### src/ci_pkg.sv
package ci_pkg;

  // Window geometry.
  localparam int WIN      = 13;
  localparam int HALF     = (WIN - 1) / 2;
  localparam int CI_SCALE = WIN * WIN;  // Pixels per window.

  // One pixel.
  typedef logic [7:0] pixel_t;

  // Sum of one column, 13 x 255 at most.
  typedef logic [11:0] colsum_t;

  // Sum of a full window, 169 x 255 at most.
  typedef logic [15:0] winsum_t;

  // One input column; element i is row i of the strip.
  typedef pixel_t [WIN-1:0] col_t;

endpackage

### src/center_tap.sv
`timescale 1ns/100ps

module center_tap import ci_pkg::*; (
  input  logic   clk,
  input  logic   rst_n,
  input  logic   shift_en,
  input  col_t   col_pix,
  output pixel_t center
);

  pixel_t mid_pix;

  assign mid_pix = col_pix[HALF];  // Middle row of the strip.

  // HALF + 1 stages put column c - 6 at the output once column c is in.
  tap_delay #(
    .DEPTH    (HALF + 1),
    .payload_t(pixel_t)
  ) u_mid_delay (
    .clk  (clk),
    .rst_n(rst_n),
    .en   (shift_en),
    .din  (mid_pix),
    .dout (center)
  );

endmodule

### src/ci_compare.sv
`timescale 1ns/100ps

module ci_compare import ci_pkg::*; (
  input  logic    clk,
  input  logic    rst_n,
  input  logic    win_valid,
  input  logic    win_last,
  input  pixel_t  center,
  input  winsum_t win_sum,
  output logic    out_req,
  input  logic    out_ack,
  output logic    ci,
  output logic    out_last,
  output logic    busy
);

  typedef enum logic [1:0] {
    IDLE,
    REQ,
    DROP
  } state_t;

  state_t  state;
  winsum_t scaled;

  assign scaled = winsum_t'(center) * winsum_t'(CI_SCALE);
  assign busy   = state != IDLE;

  always_ff @(posedge clk) begin
    if (!rst_n) begin
      state    <= IDLE;
      out_req  <= 1'b0;
      ci       <= 1'b0;
      out_last <= 1'b0;
    end else begin
      case (state)
        IDLE: begin
          // Controller holds off new windows while busy.
          if (win_valid) begin
            ci       <= scaled >= win_sum;
            out_last <= win_last;
            out_req  <= 1'b1;
            state    <= REQ;
          end
        end
        REQ: begin
          if (out_ack) begin
            out_req <= 1'b0;
            state   <= DROP;
          end
        end
        DROP: begin
          if (!out_ack) begin
            state <= IDLE;  // Sink has released.
          end
        end
        default: begin
          out_req <= 1'b0;
          state   <= IDLE;
        end
      endcase
    end
  end

endmodule

### src/ci_controller.sv
`timescale 1ns/100ps

module ci_controller import ci_pkg::*; #(
  parameter int COLS = 16,
  parameter int ROWS = 14
) (
  input  logic clk,
  input  logic rst_n,
  input  logic col_req,
  output logic col_ack,
  input  logic busy,
  output logic shift_en,
  output logic strip_start,
  output logic win_valid,
  output logic win_last
);

  localparam int STRIPS = ROWS - WIN + 1;
  localparam int CW     = (COLS > 1) ? $clog2(COLS) : 1;
  localparam int SW     = (STRIPS > 1) ? $clog2(STRIPS) : 1;

  logic [CW-1:0] col_cnt;
  logic [SW-1:0] strip_cnt;
  logic          win_pend;   // Accepted column completes a window.
  logic          last_pend;  // Accepted column ends the frame.
  logic          col_done;
  logic          col_last;
  logic          strip_last;
  logic          accept;

  assign col_done   = col_cnt >= CW'(WIN - 1);
  assign col_last   = col_cnt == CW'(COLS - 1);
  assign strip_last = strip_cnt == SW'(STRIPS - 1);

  // A completing column waits while the comparator still holds a result.
  assign accept = col_req && !col_ack && !(col_done && (busy || win_valid));

  always_ff @(posedge clk) begin
    if (!rst_n) begin
      col_ack     <= 1'b0;
      shift_en    <= 1'b0;
      strip_start <= 1'b0;
      win_valid   <= 1'b0;
      win_last    <= 1'b0;
      win_pend    <= 1'b0;
      last_pend   <= 1'b0;
      col_cnt     <= '0;
      strip_cnt   <= '0;
    end else begin
      shift_en  <= accept;
      win_valid <= shift_en && win_pend;
      win_last  <= shift_en && win_pend && last_pend;

      if (accept) begin
        col_ack     <= 1'b1;
        strip_start <= col_cnt == '0;
        win_pend    <= col_done;
        last_pend   <= col_last && strip_last;
        if (col_last) begin
          col_cnt   <= '0;
          strip_cnt <= strip_last ? '0 : strip_cnt + 1'b1;  // Wrap to a new frame.
        end else begin
          col_cnt <= col_cnt + 1'b1;
        end
      end else begin
        strip_start <= 1'b0;
        if (col_ack && !col_req) begin
          col_ack <= 1'b0;  // Source has withdrawn.
        end
      end
    end
  end

endmodule

### src/ci_top.sv
`timescale 1ns/100ps

module ci_top import ci_pkg::*; #(
  parameter int COLS = 16,
  parameter int ROWS = 14
) (
  input  logic clk,
  input  logic rst_n,
  input  logic col_req,
  output logic col_ack,
  input  col_t col_pix,
  output logic out_req,
  input  logic out_ack,
  output logic ci,
  output logic out_last
);

  logic    shift_en;
  logic    strip_start;
  logic    win_valid;
  logic    win_last;
  logic    busy;
  winsum_t win_sum;
  pixel_t  center;

  ci_controller #(
    .COLS(COLS),
    .ROWS(ROWS)
  ) u_ctrl (
    .clk        (clk),
    .rst_n      (rst_n),
    .col_req    (col_req),
    .col_ack    (col_ack),
    .busy       (busy),
    .shift_en   (shift_en),
    .strip_start(strip_start),
    .win_valid  (win_valid),
    .win_last   (win_last)
  );

  // Sum and center paths run side by side.
  window_sum u_sum (
    .clk        (clk),
    .rst_n      (rst_n),
    .shift_en   (shift_en),
    .strip_start(strip_start),
    .col_pix    (col_pix),
    .win_sum    (win_sum)
  );

  center_tap u_center (
    .clk     (clk),
    .rst_n   (rst_n),
    .shift_en(shift_en),
    .col_pix (col_pix),
    .center  (center)
  );

  ci_compare u_cmp (
    .clk      (clk),
    .rst_n    (rst_n),
    .win_valid(win_valid),
    .win_last (win_last),
    .center   (center),
    .win_sum  (win_sum),
    .out_req  (out_req),
    .out_ack  (out_ack),
    .ci       (ci),
    .out_last (out_last),
    .busy     (busy)
  );

endmodule

### src/tap_delay.sv
`timescale 1ns/100ps

module tap_delay #(
  parameter int  DEPTH     = 2,
  parameter type payload_t = logic [7:0]
) (
  input  logic     clk,
  input  logic     rst_n,
  input  logic     en,
  input  payload_t din,
  output payload_t dout
);

  payload_t taps [DEPTH];

  always_ff @(posedge clk) begin
    if (!rst_n) begin
      for (int i = 0; i < DEPTH; i++) begin
        taps[i] <= '0;
      end
    end else if (en) begin
      taps[0] <= din;
      for (int i = 1; i < DEPTH; i++) begin
        taps[i] <= taps[i-1];
      end
    end
  end

  // Oldest entry, pushed DEPTH shifts ago.
  assign dout = taps[DEPTH-1];

endmodule

### src/window_sum.sv
`timescale 1ns/100ps

module window_sum import ci_pkg::*; (
  input  logic    clk,
  input  logic    rst_n,
  input  logic    shift_en,
  input  logic    strip_start,
  input  col_t    col_pix,
  output winsum_t win_sum
);

  localparam int FW = $clog2(WIN + 1);

  colsum_t       col_sum;
  colsum_t       col_old;
  colsum_t       departing;
  logic [FW-1:0] fill;  // Columns of the strip already summed.

  // Adder over the 13 rows.
  always_comb begin
    colsum_t acc;
    acc = '0;
    for (int i = 0; i < WIN; i++) begin
      acc = acc + colsum_t'(col_pix[i]);
    end
    col_sum = acc;
  end

  tap_delay #(
    .DEPTH    (WIN),
    .payload_t(colsum_t)
  ) u_col_delay (
    .clk  (clk),
    .rst_n(rst_n),
    .en   (shift_en),
    .din  (col_sum),
    .dout (col_old)
  );

  // Nothing leaves until the window is full.
  assign departing = (fill < FW'(WIN)) ? '0 : col_old;

  always_ff @(posedge clk) begin
    if (!rst_n) begin
      win_sum <= '0;
      fill    <= '0;
    end else if (shift_en) begin
      if (strip_start) begin
        win_sum <= winsum_t'(col_sum);
        fill    <= FW'(1);
      end else begin
        win_sum <= win_sum + winsum_t'(col_sum) - winsum_t'(departing);
        if (fill < FW'(WIN)) begin
          fill <= fill + 1'b1;
        end
      end
    end
  end

endmodule
### config.mk
export PLATFORM = sky130hd
export DESIGN_NAME = ci_top
export DESIGN_NICKNAME = d
export VERILOG_FILES = /design/src/ci_pkg.sv /design/src/center_tap.sv /design/src/ci_compare.sv /design/src/ci_controller.sv /design/src/ci_top.sv /design/src/tap_delay.sv /design/src/window_sum.sv
export SDC_FILE = /design/constraint.sdc
export NUM_CORES = 1
export LEC_CHECK = 0
export BUFFER_PORTS_ARGS = -buffer_cell sky130_fd_sc_hd__buf_2
export CAP_MARGIN = 5
export CORE_AREA = 2 2 174 176
export CTS_CLUSTER_SIZE = 30
export DETAILED_ROUTE_END_ITERATION = 6
export DIE_AREA = 0 0 176 178
export GPL_TIMING_DRIVEN = 0
export PLACE_DENSITY_LB_ADDON = 0.12
export SLEW_MARGIN = 20
export SYNTH_ARGS = -nofsm -noshare
export SYNTH_HDL_FRONTEND = slang
export SYNTH_SLANG_ARGS = --single-unit
### constraint.sdc
create_clock -name clk -period 8.15 [get_ports clk]
set_input_delay 0.815 -clock clk [delete_from_list [all_inputs] [get_ports clk]]
set_output_delay 0.815 -clock clk [all_outputs]
set_load 0.005 [all_outputs]
* After elaboration in Yosys (flattened, before gate mapping)
Memories as Yosys holds them, arrays and structs flattened.
Index checks and enable logic that the tools add are counted.
** Operators by class
- Add/subtract/negate cells :: 17
- Bitwise operators :: 21
- Equality and inequality tests :: 6
- Reductions and logical operators :: 22
- Order comparisons :: 3
- Shift operators :: 0
- Div/mod/pow operators :: 0
- Mux-type cells :: 39
- $mul :: 1
** Operators with widths (number)
- 2-to-1 mux 12 bit :: 14
- adder 12 x 8 -> 12 bit :: 11
- 2-to-1 mux 8 bit :: 7
- OR 1 bit :: 20
- adder 16 x 12 -> 16 bit :: 1
- >= comparator 16 bit :: 1
- multiplier 8 x 8 -> 16 bit, second input constant :: 1
- 2-to-1 mux 16 bit :: 1
- subtractor 16 x 12 -> 16 bit :: 1
- 2-to-1 mux 4 bit :: 3
- adder 8 x 8 -> 9 bit :: 1
- 2-to-1 mux 1 bit :: 9
- adder 4 x 1 -> 4 bit, second input constant :: 2
- AND reduction 2 bit :: 4
- logical AND 1 bit :: 7
- 2-to-1 mux 2 bit :: 3
- != test 2 bit, second input constant :: 3
- case mux 2 bit (3 select lines) :: 1
- AND reduction 3 bit :: 2
- nonzero test 2 bit :: 3
- == test 4 bit, second input constant :: 1
- >= comparator 4 bit, second input constant :: 1
- logical NOT 4 bit :: 1
- < comparator 4 bit, second input constant :: 1
- 8 further kinds :: 10
** Storage, ports and cells
- Logic and storage cells :: 126
- ROM bits :: 0
- Flip-flop bits (word level) :: 37
- Memories :: 2
- Memory bits (writable) :: 212
- Latch bits :: 0
** Memory list
- u_sum.u_col_delay.taps :: words 13, bits a word 12, rd ports 13, clocked after Yosys merged registers in 0, wr ports 13, line tap_delay.sv:14 : payload_t taps [DEPTH];
- u_center.u_mid_delay.taps :: words 7, bits a word 8, rd ports 7, clocked after Yosys merged registers in 0, wr ports 7, line tap_delay.sv:14

* Longest topological paths before layout
- Depth after elaboration :: 15
- Gate-level depth with buffers :: 32
- Depth with buffers taken out :: 31

* Cells and area by module
A second synthesis with hierarchy kept.
** Second synthesis, totals
- Cell total of the unflattened synthesis :: 1272
- Area total of the unflattened synthesis :: 14968.1 µm²
** Modules (own cells, without submodules)
- tap_delay (u_sum.u_col_delay) :: sequential area each 4684.5 µm², area each 5910.7 µm², cells each 355, instances 1
- window_sum :: sequential area each 400.4 µm², area each 4907.2 µm², cells each 569, instances 1
- tap_delay (u_center.u_mid_delay) :: sequential area each 1681.6 µm², area each 2122.0 µm², cells each 124, instances 1
- ci_compare :: sequential area each 100.1 µm², area each 1527.7 µm², cells each 173, instances 1
- ci_controller :: sequential area each 240.2 µm², area each 500.5 µm², cells each 51, instances 1

* Worst setup path after synthesis
Ideal clock, no wire load.
- Path type :: input to register
- Start point :: in col_pix[1] (netlist name)
- End point :: reg u_sum.win_sum[15]
- Setup time :: 0.071 ns
- Setup slack :: -0.002 ns
- Arrival time :: 8.081 ns
- Data required time :: 8.079 ns
- Stages on the path :: 27
- Cell sequence :: ha_1 > a21o_1 > a21oi_1 > nor2b_1 > o21a_1 > o41ai_1 > xor2_1 > fa_1 > fa_1 > fa_1 > fa_1 > fa_1 > inv_1 > ha_1 > a21o_1 > a221oi_1 > o21bai_1 > a21oi_1 > fa_1 > inv_1 > ha_1 > and3_1 > and2_1 > a22o_1 > or4_4 > a211oi_2 > o21bai_1
** On the way
- Word-level cells in the longest chain between the ends :: 15
** RTL lines
- start, declared :: line ci_top.sv:11 : input col_t col_pix,
- adder 8 x 8 -> 9 bit :: line window_sum.sv:24 : acc = acc + colsum_t'(col_pix[i]);
- adder 12 x 8 -> 12 bit (11 in a row) :: line window_sum.sv:24
- adder 16 x 12 -> 16 bit :: line window_sum.sv:52 : win_sum <= win_sum + winsum_t'(col_sum) - winsum_t'(departing);
- subtractor 16 x 12 -> 16 bit :: line window_sum.sv:52
- 2-to-1 mux 16 bit :: line window_sum.sv:48 : if (strip_start) begin
- end signal, assigned :: line window_sum.sv:49 : win_sum <= winsum_t'(col_sum);
- end signal, assigned :: line window_sum.sv:52
- end, declared :: line window_sum.sv:9 : output winsum_t win_sum
No other way between the ends.
A chain may end at the register's enable or synchronous reset.

* Worst setup path in the final report
- Start point :: in col_pix[0] (netlist name)
- End point :: reg u_sum.win_sum[15]
The elaborated chain is that of the path after synthesis.

==> qor.yml <==
startpoint_type: "primary input"
final_common_cell: "edfxtp_1"
holdWs_ns: 0.466
final_util_pct: 56.4
tightestPinTransition_ns: 0.726
clk_pin_slew_ns: 0.06
synth_seq_cells: 249
grt_setup_unrepaired: "no"
die_x_um: 176
critPathCaptureType: "register"
crit_type: "in -> reg"
critPathSlowestCell: "fa_1"
viasPerCell: 5.16
finalSetupViolations: 0
fmax_mhz: 128
slowest_delay_ns: 0.55
fin_skew_ns: 0.0101
syn-cell-area_um2: 14500
antenna_found_initial: 1
cts_root_buffer: "clkbuf_16"
path_delay_family: "adder cells"
num_antenna_cells: 0
syn_area_per_cell_um2: 12.0
cts_made_buffers: 27
holdBufCountCts: 0
ys_async_sr_fraction_pct: 0
cap_violations: 0
die_area_um2: 31300
seqCellArea_um2: 7110
ant_nets: 0
detail_route.wl_per_cell_um: 16.1
track_usage_pct: 19.0
cp.required_ns: 8.61
routabilityCongestion: 0.906
numPortBuffers: 111
wl_um: 28400
start_util_pct: 49.2
crit_top_cell: "fa_1"
drtPass1Iterations: 5
tritoncts: "done"
fillers: 2484
yosysSeqAreaShare_pct: 49.2
syn_nets: 1514
crit_fanout: 6
io_pins: 112
hold_path.class: "reg -> reg"
drc: 0
via_count: 9120
grt.overflow.total: 0
grt_start_max_net_pins: 109
coreArea_um2: 29400
clk_latency_ns: 0.53
yosysWarnings: 0
status: "finished, final reports clean"
min_period_ns: 7.79
synth_edf_count: 212
drive_gt1_share_pct: 13.6
grt_pass1_vias: 9307
slew_headroom_pct: 51.6
cts_sinks: 249
final_cell_mix: "edfxtp_1, and3_1, inv_1, buf_2, fa_1"
fin_crit_sh_pct: 95.6
cts.htree.levels: 1
final_nets: 1661
worstPathArrival_ns: 8.25
ys_types: 61
drt_iter0_drc: 550
ys.flop_type: "edfxtp_1"
finalHoldViolations: 0
syn2layout_area_growth_pct: 14.6
row_count: 63
slew_violations: 0
grt_pass1_wl_um: 46700
dp_hpwl_um: 21600
path_buf_inv: 5
multi_input_area_um2: 6640
cts_buffer_depth: 3
fp.dieH_um: 178
synthCells: 1208
## worst paths after layout
| path | to | startpoint | depth (start not counted) | slack (ns) |
|---|---|---|---|---|
| hold / removal | u_ctrl.win_pend$_SDFFE_PN0P_ | u_ctrl.win_pend$_SDFFE_PN0P_ | 2 | 0.47 |
| hold reg to reg | u_ctrl.win_pend$_SDFFE_PN0P_ | u_ctrl.win_pend$_SDFFE_PN0P_ | 2 | 0.47 |
| setup reg to reg | u_cmp.ci$_SDFFE_PN0P_ | u_center.u_mid_delay.taps[6][2]$_SDFFCE_PN0P_ | 18 | 3.84 |
| setup / recovery | u_sum.win_sum[15]$_SDFFE_PN0P_ | col_pix[0] | 31 | 0.36 |
## cells in the mapped netlist (3+ instances only)
cell type,number,area [µm²]
edfxtp_1,212,6370
and3_1,167,1040
inv_1,165,619
ha_1,100,1250
fa_1,98,1960
and2_1,58,363
clkbuf_1,49,184
nor2_1,46,173
nand2_1,44,165
a21oi_1,43,215
dfxtp_1,37,741
o21ai_0,20,100
a21o_1,18,135
xor2_1,15,131
a211oi_1,13,97.6
xnor2_1,13,114
nor3_1,9,45.0
a31oi_1,7,43.8
nand2b_1,7,43.8
nand3_1,7,35.0
o211ai_1,7,52.6
o21a_1,7,52.6
mux2i_1,4,40.0
nand3b_1,4,30.0
nor2b_1,4,25.0
o21bai_1,3,22.5
o22ai_1,3,18.8
or3_1,3,18.8
## cell type report
cell class	instances	area share, %
Buffer	52	1.19
Clock buffer	38	4.60
Clock inverter	12	0.544
Inverter	167	3.83
Multi-Input combinational cell	740	40.1
Sequential cell	249	42.9
Tap cell	390	2.95
Timing Repair Buffer	118	3.91
## routing by layer
metal	wire length, µm	up-vias	GRT usage, %
li1	-	4498	-
met1	12200	4408	24.5
met2	14300	166	33.7
met3	1120	48	2.11
met4	855	0	6.23
met5	0	-	0
## tightest hold or removal path: stages, from the launching register on
cell     delay (ns)
dfxtp_1        0.31
nand2_1        0.05
a21oi_1        0.06
## stage by stage
step	TNS, ns	instances	setup WS [ns]	instance area (µm²)
detailed placement	-2.18	1711	-0.690	15600
global placement	-2.30	1709	-0.670	15500
CTS	0	1761	0.0278	16400
global route	0	1766	0.0110	16600
floorplan	0	1208	0.0645	14500
finish	0	1766	0.357	16600
## timing repair
action,in CTS,in global routing
pin swaps,0,11
resized for setup,3,17
endpoints found under the setup margin,1,6
setup buffers,0,5
## registers in the layout, summed over array words and instances (netlist names), 2 cells and up
name and count:
u_sum.win_sum 16, u_sum.fill 4, u_ctrl.col_cnt 4, u_cmp.state 2, u_sum.u_col_delay.taps 156, u_center.u_mid_delay.taps 56
## kinds of logic after synthesis
kind of cell,after synthesis,share of synthesized area (%)
simple gates,362,14.2
flops,249,49.2
buf+inv,219,5.70
fa+ha+maj,198,22.2
compound gates,147,6.69
xor+xnor,28,1.70
mux,5,0.355
Power is not shown: default switching activity piles up to over one toggle a cycle in this logic, so the estimate is an artifact.
